### src/hw/vid_defs.svh
`ifndef VID_DEFS_SVH
`define VID_DEFS_SVH

// Counter and compare width
`define VID_CNT_W 11
`define VID_FRAME_W 16 // Frame counter in STATUS[31:16]

// APB bus
`define VID_APB_AW 4
`define VID_APB_DW 32
`define VID_REG_MODE 0
`define VID_REG_STATUS 4

// Mode codes, same as the board switch settings
`define VID_MODE_VGA 4'b0000
`define VID_MODE_SVGA 4'b0001
`define VID_MODE_HDTV720P 4'b0010
`define VID_MODE_XGA 4'b0011
`define VID_MODE_SXGA 4'b1000
`define VID_MODE_CAMERA 4'b1001

////////////////////////////////////////
// Per-mode raster values
////////////////////////////////////////

// 640x480 at 60 Hz
`define VID_HPIXELS_VGA 11'd640
`define VID_VLINES_VGA 11'd480
`define VID_HSYNCPW_VGA 11'd96
`define VID_VSYNCPW_VGA 11'd2
`define VID_HFNPRCH_VGA 11'd16
`define VID_VFNPRCH_VGA 11'd11
`define VID_HBKPRCH_VGA 11'd48
`define VID_VBKPRCH_VGA 11'd31

// 800x600 at 60 Hz
`define VID_HPIXELS_SVGA 11'd800
`define VID_VLINES_SVGA 11'd600
`define VID_HSYNCPW_SVGA 11'd128
`define VID_VSYNCPW_SVGA 11'd4
`define VID_HFNPRCH_SVGA 11'd40
`define VID_VFNPRCH_SVGA 11'd1
`define VID_HBKPRCH_SVGA 11'd88
`define VID_VBKPRCH_SVGA 11'd23

// 1024x768 at 60 Hz
`define VID_HPIXELS_XGA 11'd1024
`define VID_VLINES_XGA 11'd768
`define VID_HSYNCPW_XGA 11'd136
`define VID_VSYNCPW_XGA 11'd6
`define VID_HFNPRCH_XGA 11'd24
`define VID_VFNPRCH_XGA 11'd3
`define VID_HBKPRCH_XGA 11'd160
`define VID_VBKPRCH_XGA 11'd29

// 1280x720 at 60 Hz
`define VID_HPIXELS_HDTV720P 11'd1280
`define VID_VLINES_HDTV720P 11'd720
`define VID_HSYNCPW_HDTV720P 11'd40
`define VID_VSYNCPW_HDTV720P 11'd5
`define VID_HFNPRCH_HDTV720P 11'd110
`define VID_VFNPRCH_HDTV720P 11'd5
`define VID_HBKPRCH_HDTV720P 11'd220
`define VID_VBKPRCH_HDTV720P 11'd20

// 1280x1024 at 60 Hz
`define VID_HPIXELS_SXGA 11'd1280
`define VID_VLINES_SXGA 11'd1024
`define VID_HSYNCPW_SXGA 11'd112
`define VID_VSYNCPW_SXGA 11'd3
`define VID_HFNPRCH_SXGA 11'd48
`define VID_VFNPRCH_SXGA 11'd1
`define VID_HBKPRCH_SXGA 11'd248
`define VID_VBKPRCH_SXGA 11'd38

// Camera, 720p active with trimmed porches
`define VID_HPIXELS_CAMERA 11'd1280
`define VID_VLINES_CAMERA 11'd720
`define VID_HSYNCPW_CAMERA 11'd39
`define VID_VSYNCPW_CAMERA 11'd4
`define VID_HFNPRCH_CAMERA 11'd110
`define VID_VFNPRCH_CAMERA 11'd4
`define VID_HBKPRCH_CAMERA 11'd220
`define VID_VBKPRCH_CAMERA 11'd22

`endif

### src/hw/vid_pkg.sv
`include "vid_defs.svh"

package vid_pkg;

	// Video mode select
	typedef enum logic [3:0] {
		mode_vga    = `VID_MODE_VGA,
		mode_svga   = `VID_MODE_SVGA,
		mode_720p   = `VID_MODE_HDTV720P,
		mode_xga    = `VID_MODE_XGA,
		mode_sxga   = `VID_MODE_SXGA,
		mode_camera = `VID_MODE_CAMERA
	} vid_mode_e;

	// Compare points of the active mode
	typedef struct packed {
		logic [`VID_CNT_W-1:0] hsblnk; // Last active pixel
		logic [`VID_CNT_W-1:0] hssync; // Hsync starts after this
		logic [`VID_CNT_W-1:0] hesync; // Last hsync pixel
		logic [`VID_CNT_W-1:0] heblnk; // Last pixel of the line
		logic [`VID_CNT_W-1:0] vsblnk;
		logic [`VID_CNT_W-1:0] vssync;
		logic [`VID_CNT_W-1:0] vesync;
		logic [`VID_CNT_W-1:0] veblnk;
		logic                  polarity;  // 1 means negative sync
		logic [`VID_CNT_W-1:0] bar_width; // Pixels per colour bar
	} vid_timing_t;

	// Pixel colour
	typedef struct packed {
		logic [7:0] r;
		logic [7:0] g;
		logic [7:0] b;
	} vid_rgb_t;

endpackage

### src/hw/vid_bar_pattern.sv
`timescale 1ns/1ps
`include "vid_defs.svh"

module vid_bar_pattern (
	input  logic                  clk50m_bufg,
	input  logic                  serdes_rst,
	input  logic [`VID_CNT_W-1:0] hcount,
	input  logic                  hblnk,
	input  logic                  vblnk,
	input  vid_pkg::vid_timing_t  timing,
	output vid_pkg::vid_rgb_t     rgb
);

	logic [`VID_CNT_W-1:0] bar_pos;  // Pixel within the current bar
	logic [2:0]            bar_idx;  // 0 is the leftmost bar
	logic                  active_q;
	logic [2:0]            bar_code;

	////////////////////////////////////////
	// Stage one, bar tracking
	////////////////////////////////////////

	always_ff @(posedge clk50m_bufg or posedge serdes_rst) begin
		if (serdes_rst) begin
			bar_pos  <= '0;
			bar_idx  <= '0;
			active_q <= 1'b0;
		end else begin
			active_q <= !hblnk && !vblnk;
			if (hcount == '0) begin // New line
				bar_pos <= '0;
				bar_idx <= '0;
			end else if (bar_pos == timing.bar_width - 1'b1) begin
				bar_pos <= '0;
				if (bar_idx != 3'd7) begin
					bar_idx <= bar_idx + 1'b1; // Holds on the last bar
				end
			end else begin
				bar_pos <= bar_pos + 1'b1;
			end
		end
	end

	assign bar_code = 3'd7 - bar_idx; // White first, black last

	// Stage two, colour out, zero in blanking
	// Green on bit 2, red bit 1, blue bit 0 gives the SMPTE order
	always_ff @(posedge clk50m_bufg or posedge serdes_rst) begin
		if (serdes_rst) begin
			rgb <= '0;
		end else if (active_q) begin
			rgb.g <= {8{bar_code[2]}};
			rgb.r <= {8{bar_code[1]}};
			rgb.b <= {8{bar_code[0]}};
		end else begin
			rgb <= '0;
		end
	end

endmodule

### src/hw/vid_mode_regs.sv
`timescale 1ns/1ps
`include "vid_defs.svh"

module vid_mode_regs (
	input  logic                   clk50m_bufg,
	input  logic                   serdes_rst,
	// APB slave
	input  logic                   psel,
	input  logic                   penable,
	input  logic                   pwrite,
	input  logic [`VID_APB_AW-1:0] paddr,
	input  logic [`VID_APB_DW-1:0] pwdata,
	output logic [`VID_APB_DW-1:0] prdata,
	output logic                   pready,
	output logic                   pslverr,
	// Raster side
	input  vid_pkg::vid_mode_e     active_mode,
	input  logic                   frame_end,
	output vid_pkg::vid_mode_e     req_mode
);

	logic                    access;     // APB access phase
	logic                    hit_mode;
	logic                    hit_status;
	logic [`VID_FRAME_W-1:0] frame_cnt;

	////////////////////////////////////////
	// Address decode
	////////////////////////////////////////

	assign access     = psel && penable;
	assign hit_mode   = (paddr == `VID_APB_AW'(`VID_REG_MODE));
	assign hit_status = (paddr == `VID_APB_AW'(`VID_REG_STATUS));

	assign pready  = 1'b1; // Zero wait states
	assign pslverr = access && !(hit_mode || hit_status); // Unmapped address

	// Requested mode, picked up by the raster at frame end
	always_ff @(posedge clk50m_bufg or posedge serdes_rst) begin
		if (serdes_rst) begin
			req_mode <= vid_pkg::mode_720p;
		end else if (access && pwrite && hit_mode) begin
			req_mode <= vid_pkg::vid_mode_e'(pwdata[3:0]); // Odd codes fall to 720p later
		end
	end

	// Wrapping frame counter
	always_ff @(posedge clk50m_bufg or posedge serdes_rst) begin
		if (serdes_rst) begin
			frame_cnt <= '0;
		end else if (frame_end) begin
			frame_cnt <= frame_cnt + 1'b1;
		end
	end

	////////////////////////////////////////
	// Read mux
	////////////////////////////////////////

	always_comb begin
		prdata = '0;
		if (!pwrite && hit_mode) begin
			prdata[3:0] = req_mode;
		end else if (!pwrite && hit_status) begin
			prdata[3:0] = active_mode; // Mode the raster runs now
			prdata[`VID_APB_DW-1 -: `VID_FRAME_W] = frame_cnt;
		end
	end

endmodule

### src/hw/vid_raster_counter.sv
`timescale 1ns/1ps
`include "vid_defs.svh"

module vid_raster_counter (
	input  logic                   clk50m_bufg,
	input  logic                   serdes_rst,
	input  vid_pkg::vid_mode_e     req_mode,
	input  vid_pkg::vid_timing_t   timing,
	output vid_pkg::vid_mode_e     active_mode,
	output logic                   frame_end,
	output logic [`VID_CNT_W-1:0]  hcount,
	output logic                   hblnk,
	output logic                   vblnk,
	output logic                   hsync_raw,
	output logic                   vsync_raw
);

	logic [`VID_CNT_W-1:0] vcount;
	logic                  line_last;  // Last pixel of the line
	logic                  frame_last; // Last pixel of the last line

	assign line_last  = (hcount == timing.heblnk);
	assign frame_last = line_last && (vcount == timing.veblnk);

	////////////////////////////////////////
	// Counters
	////////////////////////////////////////

	always_ff @(posedge clk50m_bufg or posedge serdes_rst) begin
		if (serdes_rst) begin
			hcount <= '0;
		end else if (line_last) begin
			hcount <= '0;
		end else begin
			hcount <= hcount + 1'b1;
		end
	end

	always_ff @(posedge clk50m_bufg or posedge serdes_rst) begin
		if (serdes_rst) begin
			vcount <= '0;
		end else if (frame_last) begin
			vcount <= '0;
		end else if (line_last) begin
			vcount <= vcount + 1'b1; // Next line
		end
	end

	// Mode switch only on the frame boundary, so the new
	// timing always starts from pixel 0, line 0
	always_ff @(posedge clk50m_bufg or posedge serdes_rst) begin
		if (serdes_rst) begin
			active_mode <= vid_pkg::mode_720p;
			frame_end   <= 1'b0;
		end else begin
			frame_end <= frame_last; // One-cycle pulse per frame
			if (frame_last) begin
				active_mode <= req_mode;
			end
		end
	end

	////////////////////////////////////////
	// Raw blank and sync
	////////////////////////////////////////

	assign hblnk     = (hcount > timing.hsblnk);
	assign hsync_raw = (hcount > timing.hssync) && (hcount <= timing.hesync);
	assign vblnk     = (vcount > timing.vsblnk);
	assign vsync_raw = (vcount > timing.vssync) && (vcount <= timing.vesync);

endmodule

### src/hw/vid_sync_shaper.sv
`timescale 1ns/1ps

module vid_sync_shaper (
	input  logic                 clk50m_bufg,
	input  logic                 serdes_rst,
	input  logic                 hblnk,
	input  logic                 vblnk,
	input  logic                 hsync_raw,
	input  logic                 vsync_raw,
	input  vid_pkg::vid_timing_t timing,
	output logic                 hsync,
	output logic                 vsync,
	output logic                 de
);

	logic hsync_q; // First stage
	logic vsync_q;
	logic active_q;

	////////////////////////////////////////
	// Polarity and stage one
	////////////////////////////////////////

	always_ff @(posedge clk50m_bufg or posedge serdes_rst) begin
		if (serdes_rst) begin
			hsync_q  <= 1'b0;
			vsync_q  <= 1'b0;
			active_q <= 1'b0;
		end else begin
			hsync_q  <= hsync_raw ^ timing.polarity; // Idle high when negative
			vsync_q  <= vsync_raw ^ timing.polarity;
			active_q <= !hblnk && !vblnk;
		end
	end

	// Stage two, lines up with the pattern output
	always_ff @(posedge clk50m_bufg or posedge serdes_rst) begin
		if (serdes_rst) begin
			hsync <= 1'b0;
			vsync <= 1'b0;
			de    <= 1'b0;
		end else begin
			hsync <= hsync_q;
			vsync <= vsync_q;
			de    <= active_q;
		end
	end

endmodule

### src/hw/vid_timing_table.sv
`timescale 1ns/1ps
`include "vid_defs.svh"

module vid_timing_table (
	input  vid_pkg::vid_mode_e   active_mode,
	output vid_pkg::vid_timing_t timing
);

	// Porches and pulses stacked on top of the active size
	function automatic vid_pkg::vid_timing_t mode_timing(
		input logic [`VID_CNT_W-1:0] hpixels,
		input logic [`VID_CNT_W-1:0] vlines,
		input logic [`VID_CNT_W-1:0] hsyncpw,
		input logic [`VID_CNT_W-1:0] vsyncpw,
		input logic [`VID_CNT_W-1:0] hfnprch,
		input logic [`VID_CNT_W-1:0] vfnprch,
		input logic [`VID_CNT_W-1:0] hbkprch,
		input logic [`VID_CNT_W-1:0] vbkprch,
		input logic                  neg_sync
	);
		vid_pkg::vid_timing_t t;
		t.hsblnk    = hpixels - 1'b1;
		t.hssync    = t.hsblnk + hfnprch;
		t.hesync    = t.hssync + hsyncpw;
		t.heblnk    = t.hesync + hbkprch;
		t.vsblnk    = vlines - 1'b1;
		t.vssync    = t.vsblnk + vfnprch;
		t.vesync    = t.vssync + vsyncpw;
		t.veblnk    = t.vesync + vbkprch;
		t.polarity  = neg_sync;
		t.bar_width = hpixels >> 3; // Eight bars per line
		return t;
	endfunction

	////////////////////////////////////////
	// Mode lookup
	////////////////////////////////////////

	always_comb begin
		case (active_mode)
			vid_pkg::mode_vga: timing = mode_timing( // Negative sync
				`VID_HPIXELS_VGA, `VID_VLINES_VGA, `VID_HSYNCPW_VGA, `VID_VSYNCPW_VGA,
				`VID_HFNPRCH_VGA, `VID_VFNPRCH_VGA, `VID_HBKPRCH_VGA, `VID_VBKPRCH_VGA,
				1'b1);
			vid_pkg::mode_svga: timing = mode_timing(
				`VID_HPIXELS_SVGA, `VID_VLINES_SVGA, `VID_HSYNCPW_SVGA, `VID_VSYNCPW_SVGA,
				`VID_HFNPRCH_SVGA, `VID_VFNPRCH_SVGA, `VID_HBKPRCH_SVGA, `VID_VBKPRCH_SVGA,
				1'b0);
			vid_pkg::mode_xga: timing = mode_timing( // Negative sync
				`VID_HPIXELS_XGA, `VID_VLINES_XGA, `VID_HSYNCPW_XGA, `VID_VSYNCPW_XGA,
				`VID_HFNPRCH_XGA, `VID_VFNPRCH_XGA, `VID_HBKPRCH_XGA, `VID_VBKPRCH_XGA,
				1'b1);
			vid_pkg::mode_sxga: timing = mode_timing(
				`VID_HPIXELS_SXGA, `VID_VLINES_SXGA, `VID_HSYNCPW_SXGA, `VID_VSYNCPW_SXGA,
				`VID_HFNPRCH_SXGA, `VID_VFNPRCH_SXGA, `VID_HBKPRCH_SXGA, `VID_VBKPRCH_SXGA,
				1'b0);
			vid_pkg::mode_camera: timing = mode_timing(
				`VID_HPIXELS_CAMERA, `VID_VLINES_CAMERA,
				`VID_HSYNCPW_CAMERA, `VID_VSYNCPW_CAMERA,
				`VID_HFNPRCH_CAMERA, `VID_VFNPRCH_CAMERA,
				`VID_HBKPRCH_CAMERA, `VID_VBKPRCH_CAMERA,
				1'b0);
			default: timing = mode_timing( // 720p, also any unknown code
				`VID_HPIXELS_HDTV720P, `VID_VLINES_HDTV720P,
				`VID_HSYNCPW_HDTV720P, `VID_VSYNCPW_HDTV720P,
				`VID_HFNPRCH_HDTV720P, `VID_VFNPRCH_HDTV720P,
				`VID_HBKPRCH_HDTV720P, `VID_VBKPRCH_HDTV720P,
				1'b0);
		endcase
	end

endmodule

### src/hw/vid_top.sv
`timescale 1ns/1ps
`include "vid_defs.svh"

module vid_top (
	input  logic                   clk50m_bufg,
	input  logic                   serdes_rst,
	// APB
	input  logic                   psel,
	input  logic                   penable,
	input  logic                   pwrite,
	input  logic [`VID_APB_AW-1:0] paddr,
	input  logic [`VID_APB_DW-1:0] pwdata,
	output logic [`VID_APB_DW-1:0] prdata,
	output logic                   pready,
	output logic                   pslverr,
	// Video out
	output logic                   hsync,
	output logic                   vsync,
	output logic                   de,
	output vid_pkg::vid_rgb_t      rgb
);

	vid_pkg::vid_mode_e    req_mode;
	vid_pkg::vid_mode_e    active_mode;
	vid_pkg::vid_timing_t  timing;
	logic                  frame_end;
	logic [`VID_CNT_W-1:0] hcount;
	logic                  hblnk;
	logic                  vblnk;
	logic                  hsync_raw;
	logic                  vsync_raw;

	////////////////////////////////////////
	// Control
	////////////////////////////////////////

	vid_mode_regs i_vid_mode_regs (
		.clk50m_bufg (clk50m_bufg),
		.serdes_rst  (serdes_rst),
		.psel        (psel),
		.penable     (penable),
		.pwrite      (pwrite),
		.paddr       (paddr),
		.pwdata      (pwdata),
		.prdata      (prdata),
		.pready      (pready),
		.pslverr     (pslverr),
		.active_mode (active_mode),
		.frame_end   (frame_end),
		.req_mode    (req_mode)
	);

	vid_timing_table i_vid_timing_table (
		.active_mode (active_mode),
		.timing      (timing)
	);

	////////////////////////////////////////
	// Raster and output stages
	////////////////////////////////////////

	vid_raster_counter i_vid_raster_counter (
		.clk50m_bufg (clk50m_bufg),
		.serdes_rst  (serdes_rst),
		.req_mode    (req_mode),
		.timing      (timing),
		.active_mode (active_mode),
		.frame_end   (frame_end),
		.hcount      (hcount),
		.hblnk       (hblnk),
		.vblnk       (vblnk),
		.hsync_raw   (hsync_raw),
		.vsync_raw   (vsync_raw)
	);

	vid_sync_shaper i_vid_sync_shaper (
		.clk50m_bufg (clk50m_bufg),
		.serdes_rst  (serdes_rst),
		.hblnk       (hblnk),
		.vblnk       (vblnk),
		.hsync_raw   (hsync_raw),
		.vsync_raw   (vsync_raw),
		.timing      (timing),
		.hsync       (hsync),
		.vsync       (vsync),
		.de          (de)
	);

	vid_bar_pattern i_vid_bar_pattern (
		.clk50m_bufg (clk50m_bufg),
		.serdes_rst  (serdes_rst),
		.hcount      (hcount),
		.hblnk       (hblnk),
		.vblnk       (vblnk),
		.timing      (timing),
		.rgb         (rgb)
	);

endmodule

### config.mk
export PLATFORM = sky130hd
export DESIGN_NAME = vid_top
export DESIGN_NICKNAME = d
export VERILOG_FILES = /design/src/hw/vid_pkg.sv /design/src/hw/vid_bar_pattern.sv /design/src/hw/vid_mode_regs.sv /design/src/hw/vid_raster_counter.sv /design/src/hw/vid_sync_shaper.sv /design/src/hw/vid_timing_table.sv /design/src/hw/vid_top.sv
export VERILOG_INCLUDE_DIRS = /design/src /design/src/hw
export SDC_FILE = /design/constraint.sdc
export NUM_CORES = 1
export LEC_CHECK = 0
export ABC_AREA = 1
export BUFFER_PORTS_ARGS = -buffer_cell sky130_fd_sc_hd__buf_4
export CAP_MARGIN = 5
export CORE_ASPECT_RATIO = 0.8
export CORE_MARGIN = 5
export CORE_UTILIZATION = 41
export CTS_BUF_LIST = sky130_fd_sc_hd__clkbuf_4
export DETAILED_ROUTE_END_ITERATION = 10
export GPL_TIMING_DRIVEN = 0
export SYNTH_ARGS = -nofsm -noshare
export SYNTH_HDL_FRONTEND = slang
export SYNTH_SLANG_ARGS = --single-unit
### constraint.sdc
create_clock -name clk50m_bufg -period 3.1 [get_ports clk50m_bufg]
set_input_delay 0.465 -clock clk50m_bufg [delete_from_list [all_inputs] [get_ports clk50m_bufg]]
set_output_delay 0.465 -clock clk50m_bufg [all_outputs]
set_load 0.02 [all_outputs]
==> results.md <==
- The cell family contributing the most delay on the critical path is simple AND/OR/NAND/NOR gates.
- In this run the core area contains 38 standard-cell rows.
- TritonCTS created 9 clock buffers.
- The top metal layer carrying routed signals is met4.
- Across the whole layout, storage elements account for ~1800 sq um.
- The total DRC errors in the routed layout is 0.
- The die covers between 15000 and 20000 sq um.
- The die height is between 100 and 150 microns.
- The number of placed I/O pins is just over 100.
- The static power due to leakage is ~0.0036 uW.
- The area growth from synthesis to layout is 16.82%.
- The mean area per synthesized cell is between 7 and 8 sq um.
- The via count of the first global-routing pass is just under 5000.
- In this run the tool buffered the top-level ports with 60 buffer cells.
- The final global-route overflow total is 0.
- Entering global routing, the biggest net connects 66 pins.
- The mapped netlist covers 5683 sq um.
- After layout, the minimum clock period comes to a little under 3 ns.
- The maximum achievable frequency is 0.3412 GHz.
- The buffer levels on the longest clock path is 2.
- Counting every instance in the synthesized netlist gives 764.
- The final weighted congestion in routability-driven placement is a little over 0.9.
- TritonCTS built the clock tree.
- The worst-skew pair later-pin latency is between 0.4 and 0.5 ns.
- The count of state elements after synthesis is 70.
- The number of filler cells placed in the layout is between 1000 and 1500.
- The number of warning messages in the yosys log is 0.
- The number of flops mapped to enable cells by yosys is 0.
- The count of different cell masters after synthesis is 43.
- The flip-flop cell with the highest count after synthesis is dfrtp_1.
- The data arrival time of the critical path is approximately 3.2 ns.
- Adding up every negative setup slack in the final design gives 0 ns.
- The async set or reset register ratio after synthesis is 1.000.
- The post-route non-filler standard cell count is roughly 1000.
- The max capacitance violation total is 0.
- Power spread over the standard cell area amounts to approximately 260 nW/um^2.
- CTS placed an instance of clkbuf_4 at the clock tree root.
- The largest fanout on the critical path is 11.
- By area the synthesized netlist is led by dfrtp_1, nand2_1, ha_1.
- In this design, the stage delay of the slowest critical-path cell is around 0.4 ns.
- Dividing the detail-routed via count by the number of cells gives 4.898.
- The number of antenna violations at the first check in global routing is 0.
- The core region is 13600 sq um.
- The worst min-delay path class is input pin to register.
- The largest individual stage delay along the critical path comes from the cell dfrtp_1.
- The flow ran to the end, and the final reports show no timing, DRC or antenna violations.
- The repair_antennas step left the layout with diodes totalling 0.
- The multi-input combinational cells in the finished layout cover a total of about 3200 sq um.
- The classification of the worst setup path is register to register.
- The global-route wire length before repair is around 24000 microns.
- The clock drives 70 sinks.
- Walking the worst path, the cells encountered are buf_6 > nor2_4 > nand2_4 > ha_1 > inv_2 > nand2_2 > ha_1 > nand2_1 > nor2_1 > inv_1 > nor2_1 > nand3_1 > nand3_1 > o41ai_2 > nand3_1 > nand2_1.
- The worst slack at placement is about 0.02 ns.
- For the pin with the worst max-slew slack, the measured transition is between 0.6 and 0.7 ns.
- The cell total after placement is a little over 1000.
- Among the stages of the critical path, the cell type that occurs most often is nand3_1.
- Detailed placement ended at an HPWL of between 10000 and 15000 microns.
- After layout, the design draws a total of around 1700 uW.
- The leading area contributor after synthesis is dfrtp_1.
- The worst voltage drop across the vdd grid is 148.3 uV.
- The total track usage is 0.1843.
- After detailed placement, the total cell area comes to approximately 6400 sq um.
- Together, buffers and inverters on the worst path number 3.
- With fillers left out, the area of the finished cells amounts to ~6600 sq um.
- The initial utilization of the core area, before any placement, comes to 0.4179.
- After detailed routing, the met2 layer carries 6732 microns of wire.
- The critical path startpoint category is a register.
- The detail route stage leaves a number of antenna-violating nets equal to 0.
- In the final layout, the share of cells above drive strength 1 is 0.1974.
- In this run, the number of DRC markers left after iteration 0 of detailed routing was just under 300.
- The sequential cell area fraction in the yosys report is 0.3087.
- STA classifies the critical path endpoint as a register.
- Setup repair after global routing left no endpoint under its margin.
- Of the available clock period, the critical path in the final layout requires 0.9454.
- The final number of setup-violating endpoints is 0.
- Detailed routing inserted a total of around 5100 vias.
- Clock-pin slew was measured on the worst setup and hold paths at between 0.1 and 0.15 ns.
- The number of endpoints with negative hold slack in the final report was 0.
- Wire segments on met3 add up to ~790 microns in the final route.
- The floorplan step set the die width to between 100 and 150 microns.
- For this run, the detailed router's first-pass iteration total came to 5.
- At the end of the flow, the number of nets in the layout was roughly 940.
- The detailed router put a total of 6935 microns of wire on met1.
- The max-slew violation total from the final report is 0.
- The worst pin sits at a relative slew slack of 0.5656.
- The final wirelength is 14640 microns.
- The area share of the leading cell type in the synthesized netlist is 0.2994.
- The final setup skew is 0.01664 ns.
- The final setup slack of the worst path is between 0.15 and 0.2 ns.
- The worst endpoint required time is between 3 and 4 ns.
- The H-tree was split into 3 levels.
- After detailed routing, the average wire length per cell comes to 14.13 microns.
## Yosys cell counts (2+ instances only)
master and number:
o22ai_1 6, clkbuf_1 4, nor2_1 65, ha_1 49
nand2_2 8, a21o_1 2, nor2_4 3, nor4_1 6
xor2_2 4, conb_1 2, nand3b_1 3, inv_1 121
nor2_2 2, nand3_2 6, dfstp_2 2, xor2_1 30
or2_2 5, dfrtp_1 68, o21ai_0 22, nor2_8 2
a21oi_1 21, buf_6 3, nand2_4 6, nand4_1 19
buf_4 35, nand2_1 171, o41ai_1 2, nand3_1 66
nor3_1 17
## worst reg2reg max path, cell delays in order, from the launching register on
cell     delay [ns]
dfrtp_1        0.40
buf_6          0.15
nor2_4         0.20
nand2_4        0.19
ha_1           0.32
inv_2          0.14
nand2_2        0.16
ha_1           0.32
nand2_1        0.09
nor2_1         0.10
inv_1          0.08
nor2_1         0.13
nand3_1        0.11
nand3_1        0.11
o41ai_2        0.09
nand3_1        0.10
nand2_1        0.11
## state kept, by name, indices dropped and copies added, names as in the netlist
register and cells:
i_vid_bar_pattern.rgb 3, i_vid_sync_shaper.de 1, i_vid_raster_counter.active_mode 4, i_vid_sync_shaper.vsync_q 1, i_vid_sync_shaper.hsync 1, i_vid_raster_counter.vcount 11
i_vid_raster_counter.frame_end 1, i_vid_raster_counter.hcount 11, i_vid_sync_shaper.hsync_q 1, i_vid_bar_pattern.bar_idx 3, i_vid_bar_pattern.active_q 1, i_vid_mode_regs.frame_cnt 16
i_vid_mode_regs.req_mode 4, i_vid_bar_pattern.bar_pos 11, i_vid_sync_shaper.vsync 1
## cell families (layout without fill, tap and decap cells)
family | Yosys count | count (layout) | synth area share
buffers and inverters | 165 | 246 | 0.1363
other | 2 | 13 | 0.001321
AO/OA/AOI/OAI | 58 | 58 | 0.05725
flip-flops | 70 | 70 | 0.3087
adder cells (fa/ha/maj) | 49 | 49 | 0.1079
AND/OR/NAND/NOR | 385 | 385 | 0.3294
XOR/XNOR | 35 | 35 | 0.05922
## final timing paths
check	startpoint	endpoint	slack, ns	cells past startpoint
worst min-delay path	pwdata[1]	i_vid_mode_regs.req_mode[1]	0.22	3
max in group asynchronous	serdes_rst	i_vid_raster_counter.active_mode[1]	2.09	4
worst max register to register	i_vid_raster_counter.active_mode[0]	i_vid_sync_shaper.hsync_q	0.17	16
worst min register to register	i_vid_sync_shaper.vsync_q	i_vid_sync_shaper.vsync	0.37	0
min in group asynchronous	serdes_rst	i_vid_mode_regs.frame_cnt[7]	0.44	3
worst max-delay path	i_vid_raster_counter.active_mode[0]	i_vid_sync_shaper.hsync_q	0.17	16
## power by group
group | switching, uW | total (uW) | leakage, uW | internal (uW)
logic | 51.9 | 84.6 | 0.00259 | 32.7
registers | 5.53 | 931 | 0.000890 | 925
clock network | 361 | 697 | 0.0000868 | 336
total | 418 | 1710 | 0.00357 | 1290
## area by class of cell
class                   count  share of cell area
multi-input cells         540              0.4836
clock inverters             6             0.01300
repair buffers             65             0.07689
flip-flops and latches     70              0.2642
inverters                 122             0.06936
clock buffers              10             0.01131
plain buffers              43             0.04768
well taps                 180             0.03392
## timing repair
action	CTS	global route
resized for setup	0	4
endpoints found under the setup margin	0	1
hold endpoints to repair	5	0
hold buffers	1	0
buffers inserted	0	3
## layer usage
metal  global-route usage  vias to the layer above
met3              0.04200                       16
met5                    0                        -
met1               0.2509                     2349
met2               0.2991                      132
met4              0.04604                        0
li1                     -                     2577
## per-stage QoR
step	util	hold WS (ns)
after floorplan	-	0.3312
after global placement	0.4706	0.3386
after detailed placement	0.4729	0.3355
after CTS	0.4855	0.1935
after global routing	0.4882	0.1930
final	0.4882	0.2246
## cells in the final DEF, fill, tap and decap left out, types with 2 or more instances in the layout
master / instances
nand4_1: 19
ha_1: 49
clkinv_2: 2
nor2_4: 3
nand3_1: 66
nor2_8: 2
buf_4: 98
xor2_2: 4
nand2_2: 8
inv_1: 119
o22ai_1: 6
nand3_2: 6
a21o_1: 2
dfstp_2: 2
clkbuf_1: 4
buf_6: 3
nand3b_1: 3
dfrtp_1: 68
conb_1: 13
clkbuf_4: 10
xor2_1: 30
or2_2: 5
a21oi_1: 21
nand2_1: 171
nand2_4: 6
nor3_1: 16
o21ai_0: 22
nor2_2: 3
nor2_1: 64
nor4_1: 6
bufinv_16: 2
inv_2: 2
Power figures use the tool's default switching activity.
